==> src/sram_macros.svh <==
`ifndef SRAM_MACROS_SVH
`define SRAM_MACROS_SVH

// axi-lite bus widths
`define AXI_ADDR_W 32
`define AXI_DATA_W 32
// one strobe bit per data byte
`define AXI_STRB_W (`AXI_DATA_W / 8)

// word index width, 256 words
`define SRAM_IDX_W 8
`define SRAM_DEPTH (1 << `SRAM_IDX_W)

// core boots from the start of the array
`define CPU_RESET_ADDR 32'h80000000
`define SRAM_BASE `CPU_RESET_ADDR

// addi x0, x0, 0
`define INST_NOP 32'h00000013

// modeled latency range is 1 to WAIT_MAX cycles
`define WAIT_MAX 8
// any nonzero start value for the latency lfsr
`define LFSR_SEED 8'h5a

`endif

==> src/sram_wait_gen.sv <==
`timescale 1ns/10ps
`include "sram_macros.svh"

module sram_wait_gen (
    input  logic clk,
    input  logic rst_n,
    input  logic wait_start,
    output logic wait_done
);

    // wide enough to hold WAIT_MAX
    localparam int CNT_W = $clog2(`WAIT_MAX + 1);

    logic [7:0]       lfsr;
    logic             lfsr_fb;
    logic [CNT_W-1:0] pick;
    logic [CNT_W-1:0] cnt;
    logic             running;

    // x^8 + x^6 + x^5 + x^4 + 1, maximal length
    assign lfsr_fb = lfsr[7] ^ lfsr[5] ^ lfsr[4] ^ lfsr[3];

    // latency for the next access, 1 .. WAIT_MAX
    assign pick = CNT_W'(lfsr % `WAIT_MAX) + CNT_W'(1);

    // last counted cycle
    assign wait_done = running && (cnt == CNT_W'(1));

    always_ff @(posedge clk) begin
        if (!rst_n) begin
            lfsr    <= `LFSR_SEED;
            cnt     <= '0;
            running <= 1'b0;
        end else begin
            // lfsr free-runs so latency depends on request timing too
            lfsr <= {lfsr[6:0], lfsr_fb};
            if (wait_start) begin
                cnt     <= pick;
                running <= 1'b1;
            end else if (running) begin
                cnt <= cnt - CNT_W'(1);
                if (cnt == CNT_W'(1)) begin
                    running <= 1'b0;
                end
            end
        end
    end

    // a running count stays inside the latency window
    assert property (@(posedge clk) disable iff (!rst_n)
        running |-> (cnt != '0) && (cnt <= CNT_W'(`WAIT_MAX)));

    // controller never restarts a count that is still running
    assert property (@(posedge clk) disable iff (!rst_n)
        wait_start |-> !running);

endmodule

==> config.mk <==
export PLATFORM = sky130hd
export DESIGN_NAME = sram_wait_gen
export DESIGN_NICKNAME = d
export VERILOG_FILES = /design/src/sram_wait_gen.sv
export VERILOG_INCLUDE_DIRS = /design/src
export SDC_FILE = /design/constraint.sdc
export NUM_CORES = 1
export LEC_CHECK = 0
export ABC_AREA = 1
export ABC_CLOCK_PERIOD_IN_PS = 1000
export BUFFER_PORTS_ARGS = -buffer_cell sky130_fd_sc_hd__buf_4
export CORE_AREA = 4 4 41 43
export DETAILED_ROUTE_END_ITERATION = 12
export DIE_AREA = 0 0 45 47
export PLACE_DENSITY = 0.63
export SYNTH_ARGS = -nofsm -noshare
export SYNTH_HDL_FRONTEND = slang
export SYNTH_SLANG_ARGS = --single-unit
==> constraint.sdc <==
create_clock -name clk -period 1 [get_ports clk]
set_input_delay 0.1 -clock clk [delete_from_list [all_inputs] [get_ports clk]]
set_output_delay 0.1 -clock clk [all_outputs]
set_load 0.05 [all_outputs]
==> flow_summary.json <==
{
  "status": "complete, but fails checks",
  "violations": "setup timing",
  "finalWeightedCongestion": 0.867,
  "dr.first_iter.drc_count": 9,
  "vias_per_cell": 4.57,
  "p_leak_nw": 0.370,
  "fin_skew_ns": 0.00298,
  "final_common_cell": "nand2_1",
  "routed_wl_mm": 1.08,
  "clk_path_buf_depth": 2,
  "core_area_um2": 1300,
  "grt_max_degree": 10,
  "layout-drive-gt1-share": 0.315,
  "syn_to_final_growth_pct": 27.1,
  "port_buffers": 3,
  "maxSlewHeadroom": 0.829,
  "vias": 489,
  "fillers": 118,
  "place_area_um2": 673,
  "hpwl_um": 749,
  "cp_data_arrival_time_ns": 1.13,
  "antenna_found_initial": 0,
  "num_antenna_cells": 0,
  "htree_levels": 1,
  "layout_common_cells": "nand2_1 (17), inv_1 (14), dfxtp_1 (11)",
  "avgSynthCellArea_um2": 7.57,
  "setup_viol": 4,
  "die_area_um2": 2120,
  "nNetsFinal": 99,
  "wl_per_cell_um": 10.1,
  "seq_area_frac_synth": 0.430,
  "drc_errors": 0,
  "grt.overflow.total": 0,
  "drv_cap": 0,
  "critical_path.max_fanout": 2,
  "clkSinkCount": 13,
  "timing.final.ws_setup_ns": -0.230,
  "worst_setup_path_end_kind": "output port",
  "finalCriticalPeriod_ns": 1.23,
  "hold_class": "in2reg",
  "p_per_area_nw_per_um2": 1590,
  "startpoint_type": "flip-flop",
  "maxSlewViolCount": 0,
  "grt_pass1_wl_mm": 1.98,
  "final_cell_area_um2": 769,
  "ioPinCount": 4,
  "critPathKind": "reg2out",
  "final.setup.tns_ns": -0.585,
  "synth_cell_types": 18,
  "tightest_slew_ns": 0.256,
  "drtAntennaViolNets": 0,
  "first_pass_iters": 4,
  "clockRootBuffer": "clkbuf_4",
  "die_y_um": 47,
  "ys_ff_latch": 13,
  "cts_tree": "done",
  "grt_usage": 0.134,
  "yosysWarnings": 0,
  "synth_area_um2": 606,
  "cts_buffers": 3,
  "clkTransAtPathRegs_ns": 0.07,
  "r2r_slack_ns": -0.17,
  "finalHoldViolCount": 0,
  "grt_pass1_vias": 481,
  "place_ws_ns": -0.0310,
  "rows": 13,
  "worstSkewPairLatency_ns": 0.28,
  "syn-instance-count": 80,
  "required_ns": 0.90,
  "vdd_drop_max_v": 0.000906,
  "whs_ns": 0.0605,
  "synth_nets": 86,
  "fmax_ghz": 0.813,
  "dieWidth_um": 45,
  "layout_worst_path_cycle_share": 1.23,
  "start_util": 0.465,
  "rsz0062_at_grt": "yes"
}
what timing repair did:
item	4_1_cts	5_1_grt
setup endpoints to repair	2	6
buffers inserted	2	1
pin swaps	1	2
resized for setup	6	4
hold buffers	0	0
gates cloned	0	0
worst paths after layout:
check / startpoint / to / depth (start not counted)
max: cnt[1] / wait_done / 5
min: rst_n / lfsr[3] / 2
max reg2reg: cnt[1] / running / 7
min reg2reg: lfsr[6] / lfsr[7] / 2
layer usage:
metal	share of wire	up-vias	GRT usage	wire, µm
met3	0.037	2	0.0460	40
met5	0	-	0	0
met2	0.47	5	0.198	512
met1	0.47	219	0.161	510
met4	0.014	0	0.0994	15
li1	-	263	-	-
per-stage QoR:
stage | utilization | total power [W] | cells
floorplan | - | 0.000786 | 80
finish | 0.591 | 0.00123 | 107
global route | 0.591 | 0.00132 | 107
global placement | 0.517 | 0.000849 | 100
detailed placement | 0.517 | 0.000850 | 100
CTS | 0.577 | 0.00122 | 106
power by group:
group | switching (W) | internal (W) | leakage (nW) | total, W
clock network | 0.000171 | 0.000155 | 0.0150 | 0.000326
logic | 0.000151 | 0.000142 | 0.246 | 0.000293
registers | 0.0000390 | 0.000568 | 0.109 | 0.000607
state kept, by name, summed over array words and instances (netlist names):
register / flops
cnt: 4
lfsr: 8
running: 1
layout make-up:
type / count / area, µm² / area share
multi-input cells: 48 / 315 / 0.410
flip-flops and latches: 13 / 263 / 0.341
repair buffers: 10 / 82.6 / 0.107
inverters: 17 / 63.8 / 0.0829
clock buffers: 4 / 26.3 / 0.0341
well taps: 15 / 18.8 / 0.0244
kinds of logic after synthesis:
| group | after synthesis | share of synthesized area |
|---|---|---|
| AND/OR/NAND/NOR | 32 | 0.236 |
| buffers and inverters | 19 | 0.136 |
| XOR/XNOR | 3 | 0.0434 |
| adder cells (fa/ha/maj) | 3 | 0.0620 |
| AO/OA/AOI/OAI | 10 | 0.0930 |
| flip-flops | 13 | 0.430 |
worst max-delay path, stage by stage, from the launching register on:
cell and delay [ns]:
dfxtp_2 0.33, inv_2 0.07, ha_4 0.13, nand3_4 0.07, nor2_4 0.09, buf_6 0.16
cell usage after synthesis:
cell	instances	share of area
nor2_1	5	0.031
xor2_1	1	0.014
xnor2_1	2	0.029
buf_4	1	0.012
or2_2	3	0.031
o21ai_1	1	0.0083
o21ai_0	3	0.025
ha_1	3	0.062
nand2_1	17	0.11
inv_1	16	0.099
nor2_4	1	0.019
buf_6	1	0.019
o211ai_1	1	0.012
a21oi_1	4	0.033
dfxtp_1	13	0.43
nand3_1	6	0.050
a21oi_2	1	0.014
inv_2	1	0.0062
Power figures use the tool's default switching activity.
