### src/sram_macros.svh
`ifndef SRAM_MACROS_SVH
`define SRAM_MACROS_SVH

// axi-lite bus widths
`define AXI_ADDR_W 32
`define AXI_DATA_W 32
// one strobe bit per data byte
`define AXI_STRB_W (`AXI_DATA_W / 8)

// word index width, 256 words
`define SRAM_IDX_W 8
`define SRAM_DEPTH (1 << `SRAM_IDX_W)

// core boots from the start of the array
`define CPU_RESET_ADDR 32'h80000000
`define SRAM_BASE `CPU_RESET_ADDR

// addi x0, x0, 0
`define INST_NOP 32'h00000013

// modeled latency range is 1 to WAIT_MAX cycles
`define WAIT_MAX 8
// any nonzero start value for the latency lfsr
`define LFSR_SEED 8'h5a

`endif

### src/axi_lite_pkg.sv
`include "sram_macros.svh"

package axi_lite_pkg;

    // address and data words
    typedef logic [`AXI_ADDR_W-1:0] addr_t;
    typedef logic [`AXI_DATA_W-1:0] data_t;

    // byte strobe for the W channel
    typedef logic [`AXI_STRB_W-1:0] strb_t;

    // response code on R and B
    typedef logic [1:0] resp_t;

    // only the two codes this slave returns
    localparam resp_t RESP_OKAY   = 2'b00;
    localparam resp_t RESP_SLVERR = 2'b10;

    // R channel payload
    typedef struct packed {
        data_t data;
        resp_t resp;
    } r_payload_t;

    // B channel payload
    typedef struct packed {
        resp_t resp;
    } b_payload_t;

endpackage

### src/sram_pkg.sv
`include "sram_macros.svh"

package sram_pkg;

    // control fsm states
    // idle    -> waits for AR or AW+W
    // addr    -> latched request, range decode
    // wait    -> modeled sram latency
    // resp    -> response held for the master
    typedef enum logic [1:0] {
        IDLE = 2'b00,
        ADDR = 2'b01,
        WAIT = 2'b10,
        RESP = 2'b11
    } ctrl_state_t;

    // word index into the array
    typedef logic [`SRAM_IDX_W-1:0] word_idx_t;

endpackage

### src/sram_ctrl.sv
`timescale 1ns/10ps
`include "sram_macros.svh"

module sram_ctrl
    import axi_lite_pkg::*, sram_pkg::*;
(
    input  logic       clk,
    input  logic       rst_n,
    // AR
    input  addr_t      araddr,
    input  logic       arvalid,
    output logic       arready,
    // AW and W, taken together
    input  addr_t      awaddr,
    input  logic       awvalid,
    output logic       awready,
    input  data_t      wdata,
    input  strb_t      wstrb,
    input  logic       wvalid,
    output logic       wready,
    // latency generator
    output logic       wait_start,
    input  logic       wait_done,
    // array port
    output word_idx_t  sram_idx,
    output logic       sram_we,
    output data_t      sram_wdata,
    output strb_t      sram_wstrb,
    input  data_t      sram_rdata,
    // response registers
    output logic       r_load,
    output r_payload_t r_payload,
    input  logic       r_busy,
    output logic       b_load,
    output b_payload_t b_payload,
    input  logic       b_busy
);

    // byte span of the array from SRAM_BASE
    localparam addr_t SRAM_BYTES = addr_t'(`SRAM_DEPTH * `AXI_STRB_W);

    ctrl_state_t state;
    ctrl_state_t next_state;

    logic  ar_fire;
    logic  wr_fire;
    logic  access;
    addr_t addr_q;
    addr_t offset;
    data_t wdata_q;
    strb_t wstrb_q;
    logic  is_wr_q;
    logic  in_range_q;

    // reads win ties, AW and W only accepted as a pair
    assign arready = (state == IDLE);
    assign awready = (state == IDLE) && !arvalid && wvalid;
    assign wready  = (state == IDLE) && !arvalid && awvalid;

    assign ar_fire = arvalid && arready;
    assign wr_fire = awvalid && awready && wvalid && wready;

    always_ff @(posedge clk) begin
        if (!rst_n) begin
            state <= IDLE;
        end else begin
            state <= next_state;
        end
    end

    always_comb begin
        next_state = state;
        case (state)
            IDLE: begin
                if (ar_fire || wr_fire) begin
                    next_state = ADDR;
                end
            end
            // single decode cycle
            ADDR: next_state = WAIT;
            WAIT: begin
                if (wait_done) begin
                    next_state = RESP;
                end
            end
            // busy drops the cycle after the handshake
            RESP: begin
                if (!(r_busy || b_busy)) begin
                    next_state = IDLE;
                end
            end
            default: next_state = IDLE;
        endcase
    end

    // request latch on the accepting edge
    always_ff @(posedge clk) begin
        if (!rst_n) begin
            addr_q     <= `CPU_RESET_ADDR;
            is_wr_q    <= 1'b0;
            in_range_q <= 1'b0;
        end else begin
            if (ar_fire) begin
                addr_q  <= araddr;
                is_wr_q <= 1'b0;
            end else if (wr_fire) begin
                addr_q  <= awaddr;
                is_wr_q <= 1'b1;
            end
            // addresses below base wrap to a large offset
            if (state == ADDR) begin
                in_range_q <= (offset < SRAM_BYTES);
            end
        end
    end

    // write data and strobe for the pending access
    always_ff @(posedge clk) begin
        if (wr_fire) begin
            wdata_q <= wdata;
            wstrb_q <= wstrb;
        end
    end

    assign offset = addr_q - `SRAM_BASE;

    // latency count starts once the request is decoded
    assign wait_start = (state == ADDR);

    // access and response load in the last wait cycle
    assign access = (state == WAIT) && wait_done;

    assign sram_idx   = offset[`SRAM_IDX_W+1:2];
    // out-of-range writes are dropped
    assign sram_we    = access && is_wr_q && in_range_q;
    assign sram_wdata = wdata_q;
    assign sram_wstrb = wstrb_q;

    assign r_load = access && !is_wr_q;
    assign b_load = access && is_wr_q;

    // bad reads return a nop with slverr
    always_comb begin
        r_payload.data = in_range_q ? sram_rdata : `INST_NOP;
        r_payload.resp = in_range_q ? RESP_OKAY : RESP_SLVERR;
        b_payload.resp = in_range_q ? RESP_OKAY : RESP_SLVERR;
    end

    // one transaction in flight, nothing held when a new response loads
    assert property (@(posedge clk) disable iff (!rst_n)
        (r_load || b_load) |-> !(r_busy || b_busy));

    // exactly one response register picks up each load
    assert property (@(posedge clk) disable iff (!rst_n)
        (r_load || b_load) |=> (r_busy != b_busy));

endmodule

### config.mk
export PLATFORM = sky130hd
export DESIGN_NAME = sram_ctrl
export DESIGN_NICKNAME = d
export VERILOG_FILES = /design/src/axi_lite_pkg.sv /design/src/sram_pkg.sv /design/src/sram_ctrl.sv
export VERILOG_INCLUDE_DIRS = /design/src
export SDC_FILE = /design/constraint.sdc
export NUM_CORES = 1
export LEC_CHECK = 0
export ABC_AREA = 1
export BUFFER_PORTS_ARGS = -buffer_cell sky130_fd_sc_hd__buf_2
export CELL_PAD_IN_SITES_DETAIL_PLACEMENT = 1
export CELL_PAD_IN_SITES_GLOBAL_PLACEMENT = 2
export CORE_MARGIN = 2
export CORE_UTILIZATION = 22
export DETAILED_ROUTE_END_ITERATION = 8
export PLACE_DENSITY_LB_ADDON = 0.1
export SYNTH_ARGS = -nofsm -noshare
export SYNTH_HDL_FRONTEND = slang
export SYNTH_SLANG_ARGS = --single-unit
### constraint.sdc
create_clock -name clk -period 4.5 [get_ports clk]
set_input_delay 0.9 -clock clk [delete_from_list [all_inputs] [get_ports clk]]
set_output_delay 0.9 -clock clk [all_outputs]
set_load 0.005 [all_outputs]
==> qor.txt, run 1 <==
Status: complete, no violations
Clk sinks: 70
Max-slew headroom: 31.2%
Crit end category: output port
Crit path max fanout: 31
Family with the most delay on the worst path: flip-flops
Initial core utilization: 22.5%
Avg Inst Size Synth: 7.89 sq um
Vias in the first global route: 3303
Hold Slack: 494 ps
Most frequent cells after synthesis: 130 x nand2_1, 74 x nor2_1, 46 x inv_1
Arrival @ worst endpoint: 2110 ps
Drt total wl: 10500 um
Setup Buffers After CTS: 0
Die width: 126 um
Routed via count: 3260
Maximum clock frequency: 332 MHz
VDD IR max: 0.000173 V
Cell leakage power: 2.68 nW
Cell count after synthesis: 414
Dpl hpwl: 8120 um
Largest net degree at the start of global routing: 37
Fin nets: 763
Number of H-tree levels: 3
Most frequent cell after synthesis: nand2_1
RSZ-0062 raised after global routing: false
Iter 0 DRT Violations: 114
PortBufs: 220
Max Cap Violations: 0
RePlAce Congestion: 0.715
Syn. warnings: 0
CTS max path bufs: 2
Synth Register Bits: 70
Antenna violations before repair: 0
Core ar.: 14500 sq um
Detailed-route DRC error count: 0
Post-placement cell count: 791
Resized Gates After CTS: 0
Synth Area in Compound Gates: 5.44%
Pre-Repair DR Iteration Count: 4
# rows: 44
Critical path class: reg2out
Final setup violation count: 0
# hold bufs at CTS: 0
Max-slew violations: 0
Post-synthesis mux area share: 0%
Tightest Pin Transition: 1030 ps
Clock root cell: clkbuf_16
Layout cell share with drive strength beyond 1: 40.8%
Total CTS buffers: 9
Final Cycle Share: 66.8%
Die area: 15800 sq um
Skew-Pair Late Insertion Delay: 320 ps
Largest family of logic cells by synthesized area: simple AND/OR/NAND/NOR gates
DR WL/cell: 13.0 um
Worst-path clk slew: 60 ps
Drt via density: 4.04
Remaining antenna violation count after routing: 0
Worst Path Buf+Inv: 2
CP Data Required Time: 3600 ps
Top post-synthesis cells by area: edfxtp_1 33%, dfxtp_1 21%, nand2_1 15%
Adder-cell share of the synthesized area: 1.91%
Power density cells: 488 nW/um^2
Area delta synth->final: 46.8%
Final hold violations: 0
Post-Synth Simple-Gate Area: 27.7%
Post-Syn Area: 3270 sq um
R2R Setup Slk: 1800 ps
First-pass GRT wire length: 16900 um
XOR/XNOR Fraction of Synth Area: 0%
Diode count: 0
Min Tclk post-route: 3010 ps
Sequential cell area fraction in the yosys report: 53.9%
CP max-delay cell: dfxtp_1
Startpoint Class: register
Cell taking the most area after synthesis: edfxtp_1
Top FF cell, synth: edfxtp_1
FFs w/ async S/R, synth: 0%
Count of different cell masters after synthesis: 23
Post-synth EDFFs: 36
Die H: 126 um
Power, Total: 2.34 mW
Final setup skew: 4.37 ps
Setup TNS: 0 ps
Global Route Usage Sum: 13.4%
Largest stage delay on the critical path: 1000 ps
Finished Layout Cells: 807
Post-synth top area share: 33.1%
Critical path cell sequence: inv_1, nor4_1, buf_2
CTS tree: built
Worst hold path class: reg2reg
Grt total ovfl: 0
I/O pins: 227
-- routing by layer --
| metal | part of all wire, % | global-route usage, % |
|---|---|---|
| met5 | 0 | 0 |
| met4 | 1.5 | 4.52 |
| met3 | 5.8 | 3.06 |
| met2 | 48 | 23.1 |
| met1 | 45 | 16.7 |
-- final timing paths --
| path | end | cells after the start | from |
|---|---|---|---|
| max | sram_we | 3 | in_range_q |
| min | addr_q[31] | 2 | addr_q[31] |
| max reg2reg | addr_q[10] | 7 | state[0] |
| min reg2reg | addr_q[31] | 2 | addr_q[31] |
-- layout make-up --
cell class	count	area, sq um
Clock buffer	10	229
Multi-Input combinational cell	268	1150
Clock inverter	6	134
Sequential cell	70	1760
Timing Repair Buffer	221	1110
Inverter	48	180
Tap cell	184	230
Fill cell	1809	9740
-- cell usage in the layout (no fill, tap or decap) --
cell / n
clkinv_2: 1
a211oi_1: 1
nand3_1: 2
nor2_1: 74
buf_2: 220
nor2_2: 10
nand2_2: 2
nand4_2: 1
clkbuf_1: 1
edfxtp_1: 36
bufinv_16: 4
conb_1: 2
ha_1: 5
nand3b_1: 1
inv_1: 46
a21oi_1: 3
nor3_1: 2
clkinv_4: 1
inv_2: 2
or2_2: 3
o21ai_0: 31
nor4_1: 1
buf_4: 1
nand2_1: 130
dfxtp_1: 34
clkbuf_16: 9
-- kinds of logic after synthesis --
family          Yosys count
buf+inv                  77
flops                    70
compound gates           35
simple gates            226
fa+ha+maj                 5
other cells               1
-- sequential cells by signal, summed over array words and instances, names as in the netlist --
signal,cells
is_wr_q,1
state,2
sram_wdata,32
in_range_q,1
addr_q,30
sram_wstrb,4
-- tightest hold or removal path, delay by kind of cell (launching register included) --
kind	cells	cell delay, ps
AOI/OAI and AO/OA	1	80
DFF	1	300
buffers and inverters	1	60
-- through the flow --
stage | util, % | setup slack (ps) | cell area [sq um]
6_report | 33.0 | 1490 | 4800
3_5_place_dp | 30.5 | 1400 | 4430
3_3_place_gp | 30.5 | 1460 | 4430
2_1_floorplan | - | 2290 | 3270
5_1_grt | 33.0 | 1210 | 4800
4_1_cts | 33.0 | 1410 | 4800
-- where the power goes --
group	switching [mW]	internal, mW	leakage [nW]
Clock	0.263	0.598	0.177
Combinational	0.405	0.230	1.90
Sequential	0.0529	0.794	0.609
Total	0.721	1.62	2.68
Note: power is estimated with default switching activity, not from simulation.
==> inputs of run 2 (changes only) <==
Settings changed: ABC_AREA 1 to 0, CORE_UTILIZATION 22 to 21.
Clock period 4.5 ns to 3 ns, I/O delays scaled along.
==> qor.txt, run 2 <==
Status: complete, no violations
Max FFs per register: 32 (unchanged)
RSZ-0062 raised after global routing: false
CTS max path bufs: 2 (unchanged)
VDD IR max: 0.000224 V (+29%)
CTS tree: built
Final Cycle Share: 73.2%
Resized Gates After CTS: 0 (unchanged)
Max-slew violations: 0 (unchanged)
Startpoint Class: register
Count of different cell masters after synthesis: 29 (+26%)
Worst-path clk slew: 60 ps (about the same)
FFs w/ async S/R, synth: 0% (unchanged)
RePlAce Congestion: 0.668 (-6.6%)
Global Route Usage Sum: 12.6% (-0.80 points)
Max Cap Violations: 0 (unchanged)
Most common cell after layout, fill and taps aside: buf_2
CP Data Required Time: 2400 ps (-1200 ps)
Final setup skew: 5.33 ps (+0.963 ps)
Tightest Pin Transition: 882 ps (-149 ps)
Final setup violation count: 0 (unchanged)
Routed via count: 2825 (-13%)
PortBufs: 220 (unchanged)
# rows: 43 (-2.3%)
Clk sinks: 70 (unchanged)
Hold Slack: 438 ps (-55.3 ps)
Drt total wl: 9960 um (-5.2%)
Detailed-route DRC error count: 0 (unchanged)
Vias in the first global route: 2848 (-14%)
Critical path class: reg2out
Most frequent cells after synthesis: 66 x nand2_1, 36 x edfxtp_1, 34 x dfxtp_1
Diode count: 0 (unchanged)
Min Tclk post-route: 2190 ps
Max-slew headroom: 41.1% (+10 points)
Total CTS buffers: 9 (unchanged)
Antenna violations before repair: 0 (unchanged)
Syn. warnings: 0 (unchanged)
Setup Buffers After CTS: 0 (unchanged)
Dpl hpwl: 7630 um (-6.0%)
Pre-Repair DR Iteration Count: 4 (unchanged)
Remaining antenna violation count after routing: 0 (unchanged)
Number of H-tree levels: 3 (unchanged)
Grt total ovfl: 0 (unchanged)
Maximum clock frequency: 456 MHz
Critical path cell sequence: and2_1, buf_2
Cell leakage power: 2.08 nW (-23%)
Worst hold path class: in2reg
Sequential cell area fraction in the yosys report: 59.0% (+5.0 points)
Crit path max fanout: 35 (+13%)
Iter 0 DRT Violations: 114 (unchanged)
I/O pins: 227 (unchanged)
Setup TNS: 0 ps (unchanged)
Drt via density: 4.13 (+2.2%)
Cell taking the most area after synthesis: edfxtp_1
Initial core utilization: 21.5% (-0.95 points)
Most frequent cell after synthesis: nand2_1
Arrival @ worst endpoint: 1590 ps (-520 ps)
Die area: 15200 sq um (-4.1%)
Clock root cell: clkbuf_16
Core ar.: 13900 sq um (-4.5%)
Layout cell share with drive strength beyond 1: 48.2% (+7.4 points)
Power density cells: 671 nW/um^2 (+37%)
Avg Inst Size Synth: 10.2 sq um (+29%)
Post-synth EDFFs: 36 (unchanged)
Largest stage delay on the critical path: 890 ps (-110 ps)
Die H: 123 um (-2.0%)
Skew-Pair Late Insertion Delay: 330 ps (about the same)
Final hold violations: 0 (unchanged)
Synth Register Bits: 70 (unchanged)
Cell count after synthesis: 293 (-29%)
Most frequent cells in the layout: 220 x buf_2, 65 x nand2_1, 36 x edfxtp_1
DR WL/cell: 14.6 um (+12%)
Largest net degree at the start of global routing: 49 (+32%)
CP max-delay cell: dfxtp_1
Fin nets: 644 (-16%)
Area delta synth->final: 50.5%
Post-synth top area share: 36.2% (+3.1 points)
Top FF cell, synth: edfxtp_1
Die width: 123 um (-2.0%)
Top post-synthesis cells by area: edfxtp_1 36%, dfxtp_1 23%, nand2_1 8.3%
Crit end category: output port
R2R Setup Slk: 1120 ps (-680 ps)
First-pass GRT wire length: 14600 um (-13%)
# hold bufs at CTS: 0 (unchanged)
Post-Syn Area: 2990 sq um (-8.5%)
run 2: cell count changes in the layout (fill, tap and decap cells not counted), sizes merged, moves of 4 or more:
cell,previous run,this run
nand2b,0,4
inv,48,8
and2,0,30
nor2,84,3
a31oi,0,29
nand2,132,66
run 2: cell type report:
class	count	area, sq um
well taps	180	225
repair buffers	224	1160
inverters	7	26.3
multi-input cells	187	1030
flip-flops and latches	70	1760
clock inverters	6	71.3
fillers	1663	9390
clock buffers	10	229
run 2: per-layer routing:
layer,track usage (%),routed length (um)
met5,0,0
met4,4.90,155
met3,4.52,1010
met2,19.8,4580
met1,15.8,4220
run 2: cell families after synthesis:
| family | after synthesis | synth area share (%) |
|---|---|---|
| mux | 2 | 0.670 |
| compound gates | 64 | 12.6 |
| flops | 70 | 59.0 |
| other cells | 1 | 0.126 |
| simple gates | 114 | 18.7 |
| fa+ha+maj | 5 | 2.09 |
| buf+inv | 37 | 6.91 |
run 2: worst max-delay path: cells and delay by family (launching register included):
kind | cells | cell delay [ps]
DFF | 1 | 890
and+or+nand+nor | 1 | 240
buffers and inverters | 1 | 120
run 2: through the flow:
| step | util, % | power, mW | worst slack [ps] | instance area, sq um | instances |
|---|---|---|---|---|---|
| detailed placement | 30.2 | 1.99 | 989 | 4200 | 668 |
| floorplan | - | 1.71 | 1410 | 2990 | 294 |
| finish | 32.4 | 3.01 | 805 | 4500 | 684 |
| global placement | 30.2 | 1.98 | 1020 | 4200 | 668 |
| global route | 32.4 | 3.22 | 614 | 4500 | 684 |
| CTS | 32.4 | 3.08 | 732 | 4500 | 684 |
run 2: final timing paths:
kind              depth (start not counted)        from        endpoint
hold / removal                            1   wdata[15]  sram_wdata[15]
hold reg to reg                           2   addr_q[2]       addr_q[2]
setup / recovery                          2  in_range_q   r_payload[27]
setup reg to reg                          5    state[0]  sram_wdata[22]
run 2: power breakdown:
part           total [mW]  internal [mW]  switching (mW)  leakage (nW)
logic               0.690          0.301           0.389          1.33
clock network        1.06          0.649           0.415         0.139
registers            1.26           1.18          0.0822         0.609
==> inputs of run 3 (changes only) <==
Settings changed: ABC_AREA 0 to 1.
Clock period 3 ns to 2.1 ns, I/O delays scaled along.
==> qor.txt, run 3 (synthesized netlist as in run 1, its figures left out) <==
Largest net degree at the start of global routing: 37 (-24%)
Routed via count: 3336 (+18%)
CTS tree: built
Met1 usage: 14.6% (-1.2 points)
Critical path startpoint: state[0]
Arrival @ worst endpoint: 1450 ps (-140 ps)
Core ar.: 15200 sq um (+9.5%)
Power, Total: 4.70 mW (+56%)
Remaining antenna violation count after routing: 0 (unchanged)
Setup TNS: 0 ps (unchanged)
Largest stage delay on the critical path: 340 ps (-550 ps)
Antenna violations before repair: 0 (unchanged)
Combinational share of power: 30.5% (+7.6 points)
Vias in the first global route: 3272 (+15%)
Skew-Pair Late Insertion Delay: 330 ps (about the same)
Most frequent cells in the layout: 220 x buf_2, 130 x nand2_1, 74 x nor2_1
RSZ-0062 raised after global routing: false
Clock group share of total power: 30.9% (-4.4 points)
Hold_sp: wstrb[3]
Global Route Usage Sum: 12.5% (-0.090 points)
CP max-delay cell: dfxtp_1
Initial core utilization: 21.5% (-0.035 points)
Layout cell share with drive strength beyond 1: 41.1% (-7.1 points)
Clock root cell: clkbuf_16
Met3 GRT Util: 2.54% (-2.0 points)
First-pass GRT wire length: 16200 um (+11%)
VDD IR max: 0.000401 V (+79%)
Final hold violations: 0 (unchanged)
Net Sw Frac: 32.7% (+3.3 points)
Status: complete, no violations
Grt total ovfl: 0 (unchanged)
Layer carrying the most global-route usage: met2
Pre-Repair DR Iteration Count: 4 (unchanged)
CP Data Required Time: 1680 ps (-720 ps)
Most common cell after layout, fill and taps aside: buf_2
Cell leakage power: 2.68 nW (+29%)
Maximum clock frequency: 536 MHz
CP most frequent cell: inv_1
Total CTS buffers: 9 (unchanged)
Worst hold path class: in2reg
# rows: 45 (+4.7%)
Setup Buffers After CTS: 0 (unchanged)
Max Cap Violations: 0 (unchanged)
Diode count: 0 (unchanged)
Crit end category: output port
Power density cells: 982 nW/um^2 (+46%)
I/O pins: 227 (unchanged)
Resized Gates After CTS: 0 (unchanged)
Iter 0 DRT Violations: 90 (-21%)
Dpl hpwl: 8530 um (+12%)
Clk sinks: 70 (unchanged)
Startpoint Class: register
Crit path max fanout: 4 (-89%)
CTS max path bufs: 2 (unchanged)
Max-slew violations: 0 (unchanged)
Number of H-tree levels: 3 (unchanged)
DR WL/cell: 13.1 um (-10%)
Max-slew headroom: 61.4% (+20 points)
Tightest Pin Transition: 579 ps (-303 ps)
PortBufs: 220 (unchanged)
Reg-to-Reg Start: state[0]
Met2 Track Usage GR: 22.3% (+2.4 points)
Sequential share of power: 38.6% (-3.2 points)
Drt via density: 4.09 (-1.0%)
Switching pwr: 1.54 mW (+73%)
Fin nets: 768 (+19%)
Drt total wl: 10700 um (+7.3%)
Worst-path clk slew: 60 ps (about the same)
Internal power: 3.17 mW (+49%)
Area delta synth->final: 46.5%
Final setup skew: 3.99 ps (-1.34 ps)
Critical path class: reg2out
Detailed-route DRC error count: 0 (unchanged)
Min Tclk post-route: 1870 ps
Final setup violation count: 0 (unchanged)
# hold bufs at CTS: 0 (unchanged)
Final Cycle Share: 88.9%
Die H: 129 um (+4.4%)
Critical path cell sequence: inv_1, ha_1, inv_1, nor4_1, buf_2
Die area: 16600 sq um (+9.0%)
RePlAce Congestion: 0.664 (-0.60%)
Max FFs per register: 32 (unchanged)
Die width: 129 um (+4.4%)
==> run 3: cell count changes in the layout (fill, tap and decap cells not counted), sizes merged, moves of 4 or more <==
cell and delta:
nor2 +81, nand2 +66, inv +40, and2 -30, a31oi -29, nand2b -4
==> run 3: critical path: cells and delay by family (launching register included) <==
family,cells,cell delay [ps]
buffers and inverters,3,360
DFF,1,340
and+or+nand+nor,1,230
adders and majority gates,1,190
==> run 3: cell type report <==
| cell class | count | area [sq um] |
|---|---|---|
| Fill cell | 1886 | 10400 |
| Sequential cell | 70 | 1760 |
| Timing Repair Buffer | 226 | 1170 |
| Multi-Input combinational cell | 268 | 1150 |
| Tap cell | 188 | 235 |
| Clock buffer | 11 | 233 |
| Inverter | 48 | 180 |
| Clock inverter | 5 | 52.6 |
==> run 3: worst paths after layout <==
kind                         to  slack, ps  cells past startpoint
setup / recovery        sram_we        230                      5
hold / removal    sram_wstrb[3]        260                      1
setup reg to reg     addr_q[15]        300                      8
hold reg to reg      addr_q[31]        490                      2
==> run 3: stage by stage <==
stage	cells	util, %	worst slack, ps	instance area, sq um	hold slack (ps)
after floorplan	415	-	152	3270	449
after global placement	800	29.6	325	4500	474
after detailed placement	800	29.6	249	4500	485
after CTS	816	31.5	203	4790	246
after global routing	816	31.5	51.0	4790	249
final	816	31.5	233	4790	262
==> run 3: metal layers <==
| layer | vias to the layer above | part of all wire [%] |
|---|---|---|
| met5 | - | 0 |
| met4 | 0 | 2.0 |
| met3 | 14 | 6.6 |
| met2 | 127 | 50 |
| met1 | 1522 | 42 |
| li1 | 1673 | - |
==> run 3: power by group through the flow <==
stage,clock network (mW),logic [mW],registers [mW]
2_1_floorplan,0,1.00,1.82
3_5_place_dp,0,1.49,1.84
4_1_cts,1.50,1.50,1.82
5_1_grt,1.56,1.68,1.85
6_report,1.45,1.43,1.81
3_3_place_gp,0,1.47,1.84
